## config.mk

```make
export PLATFORM = sky130hd
export DESIGN_NAME = dispatch_top
export DESIGN_NICKNAME = d
export VERILOG_FILES = /design/src/gp_pkg.sv /design/src/cmd_apb_slave.sv /design/src/cmd_fifo.sv /design/src/dispatch_top.sv /design/src/task_decoder.sv
export SDC_FILE = /design/constraint.sdc
export NUM_CORES = 1
export LEC_CHECK = 0
export BUFFER_PORTS_ARGS = -buffer_cell sky130_fd_sc_hd__buf_2
export CORE_ASPECT_RATIO = 1.4
export CORE_UTILIZATION = 30
export DETAILED_ROUTE_END_ITERATION = 8
export PLACE_DENSITY = 0.57
export SYNTH_ARGS = -nofsm -noshare
export SYNTH_HDL_FRONTEND = slang
export SYNTH_SLANG_ARGS = --single-unit
```

## constraint.sdc

```tcl
create_clock -name clk -period 7.9 [get_ports clk]
set_clock_uncertainty 0.15 [all_clocks]
set_input_delay 1.58 -clock clk [delete_from_list [all_inputs] [get_ports clk]]
set_output_delay 1.58 -clock clk [all_outputs]
set_load 0.005 [all_outputs]
```

## src/gp_pkg.sv

```systemverilog
package gp_pkg;

    // command opcodes, carried in the top two bits of a packet.
    localparam logic [1:0] op_task   = 2'd0;
    localparam logic [1:0] op_replay = 2'd1;
    localparam logic [1:0] op_set_fv = 2'd2;
    localparam logic [1:0] op_set_wb = 2'd3;

    // apb register map.
    localparam logic [3:0] apb_addr_cmd    = 4'h0;
    localparam logic [3:0] apb_addr_status = 4'h4;

    // host command packet.
    typedef struct packed {
        logic [1:0] opcode;
        logic [3:0] iter_mask;
        logic [9:0] body;
    } cmd_t;

    // task sent to the reservation station, opcode stripped.
    typedef struct packed {
        logic        valid;
        logic [13:0] data;
    } rs_task_t;

    // fetch or replay packet sent to memory.
    typedef struct packed {
        logic valid;
        cmd_t packet;
    } mem_pkt_t;

    // status word returned on apb reads.
    typedef struct packed {
        logic [1:0] replay_iter;
        logic [3:0] num_fv;
        logic [3:0] weights_boundary;
        logic       replay_active;
        logic [3:0] fifo_level;
        logic       spare;
    } status_t;

endpackage

```

## src/cmd_apb_slave.sv

```systemverilog
`timescale 1ns/1ns

module cmd_apb_slave (
    input  logic             clk,
    input  logic             reset,
    input  logic             psel,
    input  logic             penable,
    input  logic             pwrite,
    input  logic [3:0]       paddr,
    input  logic [15:0]      pwdata,
    output logic [15:0]      prdata,
    output logic             pready,
    output logic             pslverr,
    output logic             push,
    output gp_pkg::cmd_t     push_data,
    input  logic             full,
    input  gp_pkg::status_t  status
);

    logic addr_cmd;
    logic addr_status;
    logic cmd_write;
    logic cmd_done;

    assign addr_cmd    = (paddr == gp_pkg::apb_addr_cmd);
    assign addr_status = (paddr == gp_pkg::apb_addr_status);

    // command write in either phase of the access.
    assign cmd_write = psel && pwrite && addr_cmd;

    // back-pressure while the fifo has no room.
    assign pready  = !(cmd_write && full);
    assign pslverr = psel && penable && !addr_cmd && !addr_status;

    // completing access phase of a command write.
    assign cmd_done = cmd_write && penable && !full;

    always_ff @(posedge clk) begin
        if (reset) begin
            push <= 1'b0;
        end else begin
            push <= cmd_done;
        end
    end

    always_ff @(posedge clk) begin
        if (cmd_done) begin
            push_data <= gp_pkg::cmd_t'(pwdata);
        end
    end

    // status is sampled in the setup phase so reads finish at once.
    always_ff @(posedge clk) begin
        if (psel && !penable && !pwrite) begin
            prdata <= status;
        end
    end

endmodule

```

## src/cmd_fifo.sv

```systemverilog
`timescale 1ns/1ns

module cmd_fifo #(
    parameter int fifo_depth = 8
) (
    input  logic          clk,
    input  logic          reset,
    input  logic          push,
    input  gp_pkg::cmd_t  push_data,
    input  logic          pop,
    output gp_pkg::cmd_t  head,
    output logic          empty,
    output logic          full,
    output logic [3:0]    level
);

    localparam int ptr_w = $clog2(fifo_depth);

    gp_pkg::cmd_t     mem [fifo_depth];
    logic [ptr_w-1:0] wr_ptr;
    logic [ptr_w-1:0] rd_ptr;
    logic [3:0]       count;
    logic             do_push;
    logic             do_pop;

    assign do_push = push && !full;
    assign do_pop  = pop && !empty;

    assign head  = mem[rd_ptr];
    assign empty = (count == 4'd0);
    assign full  = (count == 4'(fifo_depth));
    assign level = count;

    // pointers wrap on their own, depth is a power of two.
    always_ff @(posedge clk) begin
        if (reset) begin
            wr_ptr <= '0;
            rd_ptr <= '0;
            count  <= 4'd0;
        end else begin
            if (do_push) begin
                wr_ptr <= wr_ptr + 1'b1;
            end
            if (do_pop) begin
                rd_ptr <= rd_ptr + 1'b1;
            end
            if (do_push && !do_pop) begin
                count <= count + 4'd1;
            end else if (do_pop && !do_push) begin
                count <= count - 4'd1;
            end
        end
    end

    always_ff @(posedge clk) begin
        if (do_push) begin
            mem[wr_ptr] <= push_data;
        end
    end

endmodule

```

## src/dispatch_top.sv

```systemverilog
`timescale 1ns/1ns

module dispatch_top #(
    parameter int num_pe     = 8,
    parameter int fifo_depth = 8
) (
    input  logic              clk,
    input  logic              reset,
    input  logic              psel,
    input  logic              penable,
    input  logic              pwrite,
    input  logic [3:0]        paddr,
    input  logic [15:0]       pwdata,
    output logic [15:0]       prdata,
    output logic              pready,
    output logic              pslverr,
    output gp_pkg::rs_task_t  rs_task,
    output logic              mem_req,
    input  logic              grant,
    output gp_pkg::mem_pkt_t  mem_pkt,
    input  logic              bank_busy,
    input  logic              rs_empty,
    input  logic [num_pe-1:0] pe_idle,
    input  logic              stream_end,
    input  logic              vertex_done,
    output logic              cntl_done
);

    logic            push;
    gp_pkg::cmd_t    push_data;
    logic            pop;
    gp_pkg::cmd_t    head;
    logic            empty;
    logic            full;
    logic [3:0]      level;
    gp_pkg::status_t status;

    cmd_apb_slave u_slave (
        .clk(clk), .reset(reset),
        .psel(psel), .penable(penable), .pwrite(pwrite), .paddr(paddr),
        .pwdata(pwdata), .prdata(prdata), .pready(pready), .pslverr(pslverr),
        .push(push), .push_data(push_data), .full(full), .status(status)
    );

    cmd_fifo #(.fifo_depth(fifo_depth)) u_fifo (
        .clk(clk), .reset(reset),
        .push(push), .push_data(push_data), .pop(pop), .head(head),
        .empty(empty), .full(full), .level(level)
    );

    task_decoder #(.num_pe(num_pe)) u_decoder (
        .clk(clk), .reset(reset),
        .head(head), .empty(empty), .pop(pop), .rs_task(rs_task),
        .mem_req(mem_req), .grant(grant), .mem_pkt(mem_pkt),
        .bank_busy(bank_busy), .rs_empty(rs_empty), .pe_idle(pe_idle),
        .stream_end(stream_end), .vertex_done(vertex_done), .cntl_done(cntl_done),
        .level(level), .status(status)
    );

endmodule

```

## src/task_decoder.sv

```systemverilog
`timescale 1ns/1ns

module task_decoder #(
    parameter int num_pe = 8
) (
    input  logic              clk,
    input  logic              reset,
    input  gp_pkg::cmd_t      head,
    input  logic              empty,
    output logic              pop,
    output gp_pkg::rs_task_t  rs_task,
    output logic              mem_req,
    input  logic              grant,
    output gp_pkg::mem_pkt_t  mem_pkt,
    input  logic              bank_busy,
    input  logic              rs_empty,
    input  logic [num_pe-1:0] pe_idle,
    input  logic              stream_end,
    input  logic              vertex_done,
    output logic              cntl_done,
    input  logic [3:0]        level,
    output gp_pkg::status_t   status
);

    typedef enum logic [2:0] {
        st_idle,
        st_wait_grant,
        st_wait_drain,
        st_wait_stream,
        st_wait_vertex
    } state_t;

    state_t       state;
    state_t       state_d;
    gp_pkg::cmd_t pkt_q;
    logic [1:0]   replay_iter;
    logic [3:0]   num_fv;
    logic [3:0]   weights_boundary;
    logic         rs_valid_q;
    logic [13:0]  rs_data_q;
    logic         mask_hit;
    logic         drained;
    logic         last_iter;

    // head is accepted only while idle.
    assign pop = (state == st_idle) && !empty;

    assign mask_hit  = head.iter_mask[replay_iter];
    assign drained   = !bank_busy && rs_empty && (&pe_idle);
    assign last_iter = (replay_iter == 2'd3);

    always_comb begin
        state_d = state;
        case (state)
            st_idle: begin
                if (pop) begin
                    if (head.opcode == gp_pkg::op_task && !mask_hit) begin
                        state_d = st_wait_grant;
                    end else if (head.opcode == gp_pkg::op_replay) begin
                        state_d = st_wait_drain;
                    end
                end
            end
            st_wait_grant: begin
                if (grant) begin
                    state_d = st_idle;
                end
            end
            st_wait_drain: begin
                if (drained) begin
                    state_d = last_iter ? st_wait_vertex : st_wait_stream;
                end
            end
            st_wait_stream: begin
                if (stream_end) begin
                    state_d = st_idle;
                end
            end
            st_wait_vertex: begin
                if (vertex_done) begin
                    state_d = st_idle;
                end
            end
            default: begin
                state_d = st_idle;
            end
        endcase
    end

    always_ff @(posedge clk) begin
        if (reset) begin
            state            <= st_idle;
            replay_iter      <= 2'd0;
            num_fv           <= 4'd0;
            weights_boundary <= 4'd0;
            rs_valid_q       <= 1'b0;
        end else begin
            state      <= state_d;
            rs_valid_q <= pop && head.opcode == gp_pkg::op_task && mask_hit;
            if (pop && head.opcode == gp_pkg::op_set_fv) begin
                num_fv <= head.body[3:0];
            end
            if (pop && head.opcode == gp_pkg::op_set_wb) begin
                weights_boundary <= head.body[3:0];
            end
            if (state == st_wait_drain && drained && !last_iter) begin
                replay_iter <= replay_iter + 2'd1;
            end else if (state == st_wait_vertex && vertex_done) begin
                replay_iter <= 2'd0;
            end
        end
    end

    // the popped packet is kept for a later fetch or replay.
    always_ff @(posedge clk) begin
        if (pop) begin
            pkt_q     <= head;
            rs_data_q <= head[13:0];
        end
    end

    assign rs_task.valid = rs_valid_q;
    assign rs_task.data  = rs_data_q;

    assign mem_req = (state == st_wait_grant);

    // fetch leaves on grant, replay leaves once drained.
    assign mem_pkt.valid  = (state == st_wait_grant && grant)
                          || (state == st_wait_drain && drained && !last_iter);
    assign mem_pkt.packet = pkt_q;

    assign cntl_done = (state == st_wait_drain) && drained && last_iter;

    assign status.replay_iter      = replay_iter;
    assign status.num_fv           = num_fv;
    assign status.weights_boundary = weights_boundary;
    assign status.replay_active    = (state == st_wait_drain) || (state == st_wait_stream)
                                   || (state == st_wait_vertex);
    assign status.fifo_level       = level;
    assign status.spare            = 1'b0;

endmodule

```

==> results of run 1 <==
through the flow:
step	cells	util, %	setup WS (ns)	cell area, µm²
4_1_cts	838	36.4	3.60	9290
3_5_place_dp	801	33.7	3.61	8610
6_report	838	36.4	3.62	9290
3_3_place_gp	801	33.7	3.65	8610
2_1_floorplan	415	-	3.90	7840
5_1_grt	838	36.4	3.53	9290
critical path, cell delays in order:
cell      delay, ns
buf_2          0.09
nand4b_1       0.15
nor3_1         0.28
and2_1         0.25
a21o_1         0.10
buf_2          0.10
logic make-up (layout without fill, tap and decap cells):
| kind of cell | after synthesis | in the layout |
|---|---|---|
| AO/OA/AOI/OAI | 20 | 20 |
| XOR/XNOR | 7 | 7 |
| adder cells (fa/ha/maj) | 7 | 7 |
| buffers and inverters | 35 | 139 |
| flip-flops | 203 | 203 |
| multiplexers | 65 | 65 |
| other | 1 | 1 |
| AND/OR/NAND/NOR | 77 | 77 |
layout by cell type, fill, tap and decap left out, types with 3 or more instances in the layout:
cell / instances
buf_4: 9
nor3_1: 5
edfxtp_1: 175
mux2_2: 15
nand2_1: 14
dfxtp_1: 27
clkbuf_16: 23
clkbuf_1: 6
inv_1: 3
mux4_2: 36
nand3_1: 3
nand2b_1: 3
a21o_1: 3
nor3_4: 3
xnor2_1: 4
and3_1: 3
buf_2: 88
nor2_1: 26
o21ai_0: 4
clkbuf_8: 5
ha_1: 6
mux2i_1: 12
clkinv_2: 3
a21oi_1: 5
xor2_1: 3
state kept, by name, summed over array words and instances, names as in the netlist, 4 cells and up, named ones only:
register                    cells
u_decoder.rs_data_q            14
u_decoder.weights_boundary      4
u_slave.prdata                 15
u_slave.push_data              16
u_fifo.mem                    128
u_fifo.level                    4
u_decoder.num_fv                4
layer usage:
metal	track usage [%]	wire length, µm	vias to the layer above
met2	21.5	8080	93
li1	-	-	1801
met4	4.20	380	0
met1	13.2	5990	1972
met3	2.25	708	34
met5	0	0	-
how the worst min path moves through the flow:
stage | end | slack [ns] | cells past startpoint
3_3_place_gp | u_slave.prdata[13] | 0.27 | 0
6_report | u_slave.prdata[13] | 0.28 | 0
5_1_grt | u_slave.prdata[6] | 0.30 | 0
3_5_place_dp | u_slave.prdata[13] | 0.27 | 0
4_1_cts | u_slave.prdata[13] | 0.29 | 0
2_1_floorplan | u_slave.prdata[6] | 0.26 | 0
power by group through the flow:
stage	combinational (µW)	sequential, µW	clock [µW]
after global routing	707	1340	1020
after global placement	649	1350	0
after detailed placement	665	1350	0
final	648	1320	952
after CTS	667	1330	980
after floorplan	493	1340	0
area by class of cell:
class | instances | area, µm² | share of cell area (%)
timing repair buffer | 97 | 508 | 5.47
inverter | 5 | 18.8 | 0.202
clock buffer | 34 | 667 | 7.18
clock inverter | 3 | 15.0 | 0.162
multi-input combinational | 177 | 1870 | 20.1
sequential | 203 | 5820 | 62.6
tap | 319 | 399 | 4.30
==> metrics, run 1 <==
Main synth FF type=edfxtp_1; FF+latch count, synth=approximately 200; Comb pwr share=22.2%; Clk pwr share=roughly a third; largest net degree at the start of global routing=35; fraction of synthesis flops using an asynchronous set or reset pin=0%; total number of vias=between 3,000 and 4,000; Fillers=approximately 2,400; CORE AREA=about 0.026 mm²; Synth Area in Adders=between 1 and 1.5%; cell taking the most area after synthesis=edfxtp_1; failing checks=design-rule violations; worst r2r src=u_fifo.level[0]; post-synthesis instance total=about 420; H-tree depth=1; largest family of logic cells by synthesized area=multiplexers; DRT Wirelength=roughly 15 mm; Final Slew Violations=0; Worst Hold Margin=between 0.2 and 0.3 ns; Worst-Margin Slew=roughly 1.1 ns; critical path type=in2out; RSZ-0062 raised after global routing=no; layout cell share with drive strength beyond 1=a little under two fifths; Clock Path Buffers=3; Sink Count=203; CP arrival=about 2.6 ns; top-area cell type share of the netlist area=roughly two thirds; shortest period the worst path allows=4.28 ns; Clock Latency Late Sink=slightly below 0.5 ns; Fmax=around 230 MHz; vias in the first global route=~4,200; initial DRC count=between 150 and 200; Hold Path Class=reg2reg; Root Driver=clkbuf_16; setup repair bufs after CTS=0; post-CTS sizing=0; ANT nets after route=0; CTS Buf Count=21; Critical Path Source=bank_busy; Sw Ratio=roughly a quarter; Setup crit end=mem_pkt[16]; wire per inst=~18 µm; Min-Delay Startpoint=u_decoder.num_fv[3]; Setup TNS Final=0 ns; Final period util=between 50% and 60%; Area Overhead vs Synth=18.5%; CTS tree=done; Post-synth EDFFs=175; Cell Pwr Density=between 300 and 400 mW/mm²; first-pass GRT wire length=approximately 24 mm; Reg-to-Reg End=u_fifo.level[3]; Setup-failing EPs final=0; DRC viols=15; most frequent cells after synthesis=175 x edfxtp_1, 36 x mux4_2, 28 x dfxtp_1, 26 x nor2_1, 16 x buf_4; Tot Pwr=just under 3000 µW; NetSw=approximately 760 µW; reg2reg path depth=11; crit-path max FO=4; gr ovfl total=0; Row Count=69; XOR/XNOR Fraction of Synth Area=less than 1%; post-synthesis mux area share=between 10 and 15%; CP Launch Type=primary input; Synthesis Warnings=0; DP HPWL=9.32 mm; 1st-pass router iterations=6; Clock transition at path regs=about 0.060 ns; Syn Nets=460; n_diodes=0; die height=193 µm; count leader, synth=edfxtp_1; vias per inst=around 4.7; die area=0.0268 mm²; CP Capture Type=primary output; IO buf count=88; internal power=approximately 2200 µW; reg2reg setup slack=4.77 ns; antenna violations before repair=1; Data required, critical path=around 6 ns; Initial Util=between 30% and 40%; hold_buf cts=0; Max Cap Viol=0; P_leak=about 0.0032 µW; mapped cell area=between 0.007 and 0.008 mm²; Synth cell types=48; GRT Total Usage=11.6%; Routability Congestion=around 0.76; status=finished with violations; post-synthesis sequential area ratio=between 70% and 80%; Simple-Gate Fraction of Synth Area=under 10%; Area contributors post-synth=edfxtp_1 67%, mux4_2 10%, dfxtp_1 7.1%; final hold violation count=0; VDD IR-drop max=approximately 0.00013 V; syn_area_per_cell=about 19 µm²; relative slew slack=between 20% and 30%; die width=~140 µm; Final #Nets=550; Seq pwr share=a little under half; compound-gate portion of the synthesized area=1.74%; Top Ports=90
Note: power is estimated with default switching activity, not from simulation.
==> inputs of run 2 (changes only) <==
==> constraint.sdc (replaced) <==
create_clock -name clk -period 4 [get_ports clk]
set_clock_uncertainty 0.15 [all_clocks]
set_input_delay 0.8 -clock clk [delete_from_list [all_inputs] [get_ports clk]]
set_output_delay 0.8 -clock clk [all_outputs]
set_load 0.005 [all_outputs]
==> run 2 against run 1 <==
The run still ends with design-rule violations left. Design area is 0.26% lower. Hold slack better by 0.0063 ns. Wire length increased by 2.3%. Cell count increased by 0.60%. Die area stayed put. Core utilization shrank 0.093 points. Power rose by 95%. Clock power grew 88%. Via count rose by 0.54%. Worst setup slack worse by 2.7 ns. Critical path depth grew 5. Critical path type is now reg2reg.
==> metrics, run 2 (synthesized netlist as in run 1, its figures left out) <==
status=finished with violations; failing checks=design-rule violations; Crit-path slowest cell=or4b_1; DP Area=0.00864 mm² (+0.36%); GRT Total Usage=11.7% (+0.091 points); Worst-Margin Slew=1.11 ns (+0.0197 ns); shortest period the worst path allows=between 3 and 4 ns; Reg-to-Reg End=u_fifo.level[3]; Comb pwr share=21.6% (-0.6 points); hold_buf cts=0 (unchanged); CP Capture Type=register; largest net degree at the start of global routing=27 (-23%); crit-path max FO=6 (+2); CTS tree=done; Largest stage delay, worst path=0.59 ns (+0.31 ns); H-tree depth=1 (unchanged); Routability Congestion=0.792 (+4.4%); Cell Pwr Density=615 mW/mm² (+95%); DP HPWL=9.82 mm (+5.3%); CORE AREA=0.0256 mm² (unchanged); antenna violations before repair=0 (-1); ANT nets after route=0 (unchanged); RSZ-0062 raised after global routing=no; Clock Path Buffers=3 (unchanged); Top reg by flops=u_fifo.mem; wire per inst=18.4 µm (+1.7%); n_diodes=0 (unchanged); Core Util, Final=36.3% (-0.093 points); gr ovfl total=0 (unchanged); Initial Util=30.7% (unchanged); max reg flops=128 (unchanged); CP arrival=3.39 ns (+0.84 ns); reg2reg path depth=11 (unchanged); Setup-failing EPs final=0 (unchanged); internal power=4190 µW (+94%); Hold Path Class=reg2reg; Sw Ratio=26.4% (+0.44 points); Sink Count=203 (unchanged); layout cell share with drive strength beyond 1=36.6% (-0.16 points); first-pass GRT wire length=23.8 mm (+0.32%); setup repair bufs after CTS=0 (unchanged); Top Ports=90 (unchanged); P_leak=0.00316 µW (about the same); CP Launch Type=register; post-CTS sizing=0 (unchanged); vias per inst=4.65 (about the same); VDD IR-drop max=0.000265 V (+110%); critical path type=reg2reg; Min-Delay Startpoint=u_decoder.num_fv[0]; Data required, critical path=4.27 ns (-1.90 ns); Area Overhead vs Synth=18.2%; commonest non-fill, non-tap cell in the layout=edfxtp_1; NetSw=1510 µW (+98%); Fmax=320 MHz; Final period util=around 78%; Setup TNS Final=0 ns (unchanged); initial DRC count=183 (+1.7%); IO buf count=88 (unchanged); Row Count=69 (unchanged); die width=139 µm (unchanged); total number of vias=3,921 (+0.54%); die height=193 µm (unchanged); DRT Wirelength=15.5 mm (+2.3%); Seq pwr share=47.0% (+1.7 points); CTS Buf Count=21 (unchanged); Worst Hold Depth=0 (unchanged); Root Driver=clkbuf_16; reg2reg setup slack=0.88 ns (-3.89 ns); worst r2r src=u_fifo.level[0]; Max Cap Viol=0 (unchanged); Finished Cell Area=0.00927 mm² (-0.26%); Clk pwr share=31.4% (-1.2 points); die area=0.0268 mm² (unchanged); 1st-pass router iterations=6 (unchanged); biggest regs=u_fifo.mem: 128 flops, u_slave.push_data: 16 flops, u_slave.prdata: 15 flops; most frequent cells in the layout=175 x edfxtp_1, 88 x buf_2, 36 x mux4_2; Clock Latency Late Sink=0.49 ns (about the same); DRC viols=14 (-1); crit path cell chain=or4b_1, nand2_1, inv_2, ha_1, inv_1, ha_1, a21o_1, a21oi_1, xnor2_1, or3_1, a21oi_1; relative slew slack=25.9% (-1.4 points); final hold violation count=0 (unchanged); Final #Nets=555 (+0.91%); placed cell count=806 (+0.62%); Final Slew Violations=0 (unchanged); Clock transition at path regs=0.06 ns (about the same); Hold Path Sink=u_slave.prdata[10]; non-filler cells, final=843 (+0.60%); vias in the first global route=4,235 (+0.83%)
==> run 2: layout make-up <==
| cell class | count | area, µm² |
|---|---|---|
| fill | 2413 | 16300 |
| sequential | 203 | 5820 |
| multi-input combinational | 177 | 1860 |
| clock buffer | 27 | 558 |
| timing repair buffer | 102 | 546 |
| tap | 319 | 399 |
| clock inverter | 10 | 68.8 |
| inverter | 5 | 18.8 |
==> run 2: worst max-delay path by stage <==
stage                                   from              end
after floorplan           u_decoder.state[1]  u_fifo.level[3]
after global placement       u_fifo.level[0]  u_fifo.level[3]
after detailed placement     u_fifo.level[0]  u_fifo.level[3]
after CTS                    u_fifo.level[0]  u_fifo.level[3]
after global routing         u_fifo.level[0]  u_fifo.level[3]
final                        u_fifo.level[0]  u_fifo.level[3]
==> run 2: routing by layer <==
layer	global-route usage (%)	part of all wire, %
met2	21.6	53
met5	0	0
met1	12.8	38
met3	2.38	5.1
met4	5.35	3.5
==> run 2: power by group through the flow <==
stage / registers [µW] / logic [µW] / clock network [µW]
2_1_floorplan: 2650 / 973 / 0
3_3_place_gp: 2720 / 1220 / 0
3_5_place_dp: 2730 / 1260 / 0
4_1_cts: 2690 / 1260 / 1840
5_1_grt: 2710 / 1360 / 1920
6_report: 2680 / 1230 / 1790
==> run 2: worst max-delay path, delay by kind of cell (launching register included) <==
| kind | cells | cell delay, ns |
|---|---|---|
| flops | 1 | 0.38 |
| xor+xnor | 1 | 0.09 |
| buf+inv | 2 | 0.23 |
| fa+ha+maj | 2 | 0.47 |
| simple gates | 3 | 1.24 |
| compound gates | 3 | 0.49 |
==> run 2: per-stage QoR <==
stage	hold WS (ns)	total power, µW	setup slack [ns]
final	0.285	5700	0.877
after global routing	0.292	5990	0.731
after CTS	0.290	5780	0.864
after detailed placement	0.268	3980	0.886
after global placement	0.270	3940	1.01
after floorplan	0.258	3630	0.751
==> inputs of run 3 (changes only) <==
--- a/config.mk
+++ b/config.mk
@@ -9,7 +9,7 @@
 export CORE_ASPECT_RATIO = 1.4
 export CORE_UTILIZATION = 30
 export DETAILED_ROUTE_END_ITERATION = 8
-export PLACE_DENSITY = 0.57
+export PLACE_DENSITY = 0.58
 export SYNTH_ARGS = -nofsm -noshare
 export SYNTH_HDL_FRONTEND = slang
 export SYNTH_SLANG_ARGS = --single-unit
==> constraint.sdc (replaced) <==
create_clock -name clk -period 2.58 [get_ports clk]
set_clock_uncertainty 0.15 [all_clocks]
set_input_delay 0.516 -clock clk [delete_from_list [all_inputs] [get_ports clk]]
set_output_delay 0.516 -clock clk [all_outputs]
set_load 0.005 [all_outputs]
==> run 3 against run 2 <==
The run ends with design-rule violations, negative setup slack left. Maximum frequency rose by 21%. First-iteration DRC count rose by 4.4%. Worst setup slack got worse by 0.88 ns. Design area rose by 5.3%. Hold slack lost 0.24 ns.
==> metrics, run 3 (synthesized netlist as in run 1, its figures left out) <==
status=finished with violations; failing checks=design-rule violations, negative setup slack; Seq. cell area=0.00582 mm² (about the same); Hold Path Class=in2reg; DRC viols=8 (-6); antenna violations before repair=0 (unchanged); DP HPWL=9.74 mm (-0.75%); Top Ports=90 (unchanged); CP Launch Type=register; vias per inst=4.69 (+0.87%); Data required, critical path=2.84 ns (-1.43 ns); most frequent cells in the layout=175 x edfxtp_1, 88 x buf_2, 36 x mux4_2; Clock Path Buffers=3 (unchanged); CP Capture Type=register; H-tree depth=1 (unchanged); largest delay contributor family on the critical path=simple AND/OR/NAND/NOR gates; CP bufs+invs=2 (unchanged); CP arrival=2.85 ns (-0.54 ns); P_leak=0.00338 µW (+6.8%); area of the multi-input gates=0.00195 mm² (+4.9%); layout cell share with drive strength beyond 1=43.9% (+7.3 points); initial DRC count=191 (+4.4%); post-route setup slack=-0.00503 ns (-0.882 ns); RSZ-0062 raised after global routing=yes; crit-path max FO=3 (-3); Clock transition at path regs=0.06 ns (about the same); ANT nets after route=0 (unchanged); Cell Pwr Density=965 mW/mm² (+57%); Area Overhead vs Synth=24.5%; Root Driver=clkbuf_16; die height=193 µm (unchanged); die area=0.0268 mm² (unchanged); Final Slew Violations=0 (unchanged); 1st-pass router iterations=9 (+3); total number of vias=4,091 (+4.3%); commonest non-fill, non-tap cell in the layout=edfxtp_1; DRT Wirelength=16.2 mm (+4.7%); Final period util=100% (+22 points); gr ovfl total=0 (unchanged); first-pass GRT wire length=24.5 mm (+3.0%); critical path type=reg2reg; CTS tree=done; Row Count=69 (unchanged); CTS Buf Count=21 (unchanged); largest net degree at the start of global routing=27 (unchanged); hold_buf cts=0 (unchanged); Fmax=387 MHz (+21%); wire per inst=18.6 µm (+1.2%); final hold violation count=0 (unchanged); GRT Total Usage=12.0% (+0.33 points); biggest regs=u_fifo.mem: 128 flops, u_slave.push_data: 16 flops, u_slave.prdata: 15 flops; Initial Util=30.7% (unchanged); shortest period the worst path allows=2.59 ns (-0.538 ns); VDD IR-drop max=0.000431 V (+63%); IO buf count=88 (unchanged); Largest stage delay, worst path=0.56 ns (-0.03 ns); Routability Congestion=0.764 (-3.5%); CORE AREA=0.0256 mm² (unchanged); vias in the first global route=4,341 (+2.5%); Fillers=2,319 (-3.9%); Final #Nets=583 (+5.0%); Top reg by flops=u_fifo.mem; Worst-Margin Slew=0.527 ns (-0.580 ns); Tot Pwr=9420 µW (+65%); max reg flops=128 (unchanged); Sink Count=203 (unchanged); crit path cell chain=or4b_4, nand2_4, inv_4, ha_4, inv_4, ha_4, a21o_1, a21oi_2, xnor2_1, or3_1, a21oi_2; relative slew slack=64.9% (+39 points); n_diodes=0 (unchanged); Crit-path slowest cell=or4b_4; Clock Latency Late Sink=0.49 ns (about the same); Max Cap Viol=0 (unchanged); Worst Hold Margin=0.0499 ns (-0.235 ns); Setup-failing EPs final=1 (+1); die width=139 µm (unchanged)
==> run 3: area by class of cell <==
| class | count | area share, % |
|---|---|---|
| clock buffers | 26 | 6.33 |
| well taps | 319 | 4.09 |
| repair buffers | 130 | 8.43 |
| clock inverters | 12 | 1.27 |
| flip-flops and latches | 203 | 59.6 |
| inverters | 5 | 0.243 |
| multi-input cells | 177 | 20.0 |
==> run 3: routing by layer <==
metal / vias to the layer above / GRT usage [%] / part of all wire [%]
met2: 112 / 22.5 / 54
met3: 34 / 2.38 / 4.6
met4: 0 / 3.70 / 2.1
met5: - / 0 / 0
met1: 2073 / 13.7 / 40
li1: 1872 / - / -
==> run 3: metrics by stage <==
step	instance area, µm²	std cells	setup TNS, ns	utilization (%)	worst slack [ns]
2_1_floorplan	7860	415	-0.224	-	-0.224
3_3_place_gp	8790	820	0	34.4	0.0224
3_5_place_dp	8790	820	-0.109	34.4	-0.109
4_1_cts	9650	867	0	37.7	0.00603
5_1_grt	9760	872	-0.114	38.2	-0.0652
6_report	9760	872	-0.00503	38.2	-0.00503
==> run 3: worst reg2reg max path, delay by kind of cell (launching register included) <==
family / cells / cell delay (ns)
flops: 1 / 0.32
buf+inv: 2 / 0.10
compound gates: 3 / 0.45
fa+ha+maj: 2 / 0.35
simple gates: 3 / 1.04
xor+xnor: 1 / 0.10
==> run 3: power breakdown <==
group | switching (µW) | internal, µW
clock network | 1220 | 1920
registers | 197 | 3900
logic | 1050 | 1140
total | 2470 | 6950
==> run 3: timing repair <==
| action | in CTS | in global routing |
|---|---|---|
| pin swaps | 3 | 12 |
| buffers inserted | 9 | 3 |
| gates resized for setup | 14 | 23 |
| gates cloned | 0 | 3 |
| endpoints found under the setup margin | 2 | 75 |
==> run 3: path summary, 6_finish.rpt <==
kind / start / end / slack (ns) / cells past startpoint
worst min register to register: u_decoder.weights_boundary[2] / u_slave.prdata[8] / 0.29 / 0
worst min-delay path: pwdata[14] / u_slave.push_data[14] / 0.05 / 1
worst max-delay path: u_fifo.level[2] / u_fifo.level[3] / -0.005 / 11
worst max register to register: u_fifo.level[2] / u_fifo.level[3] / -0.005 / 11
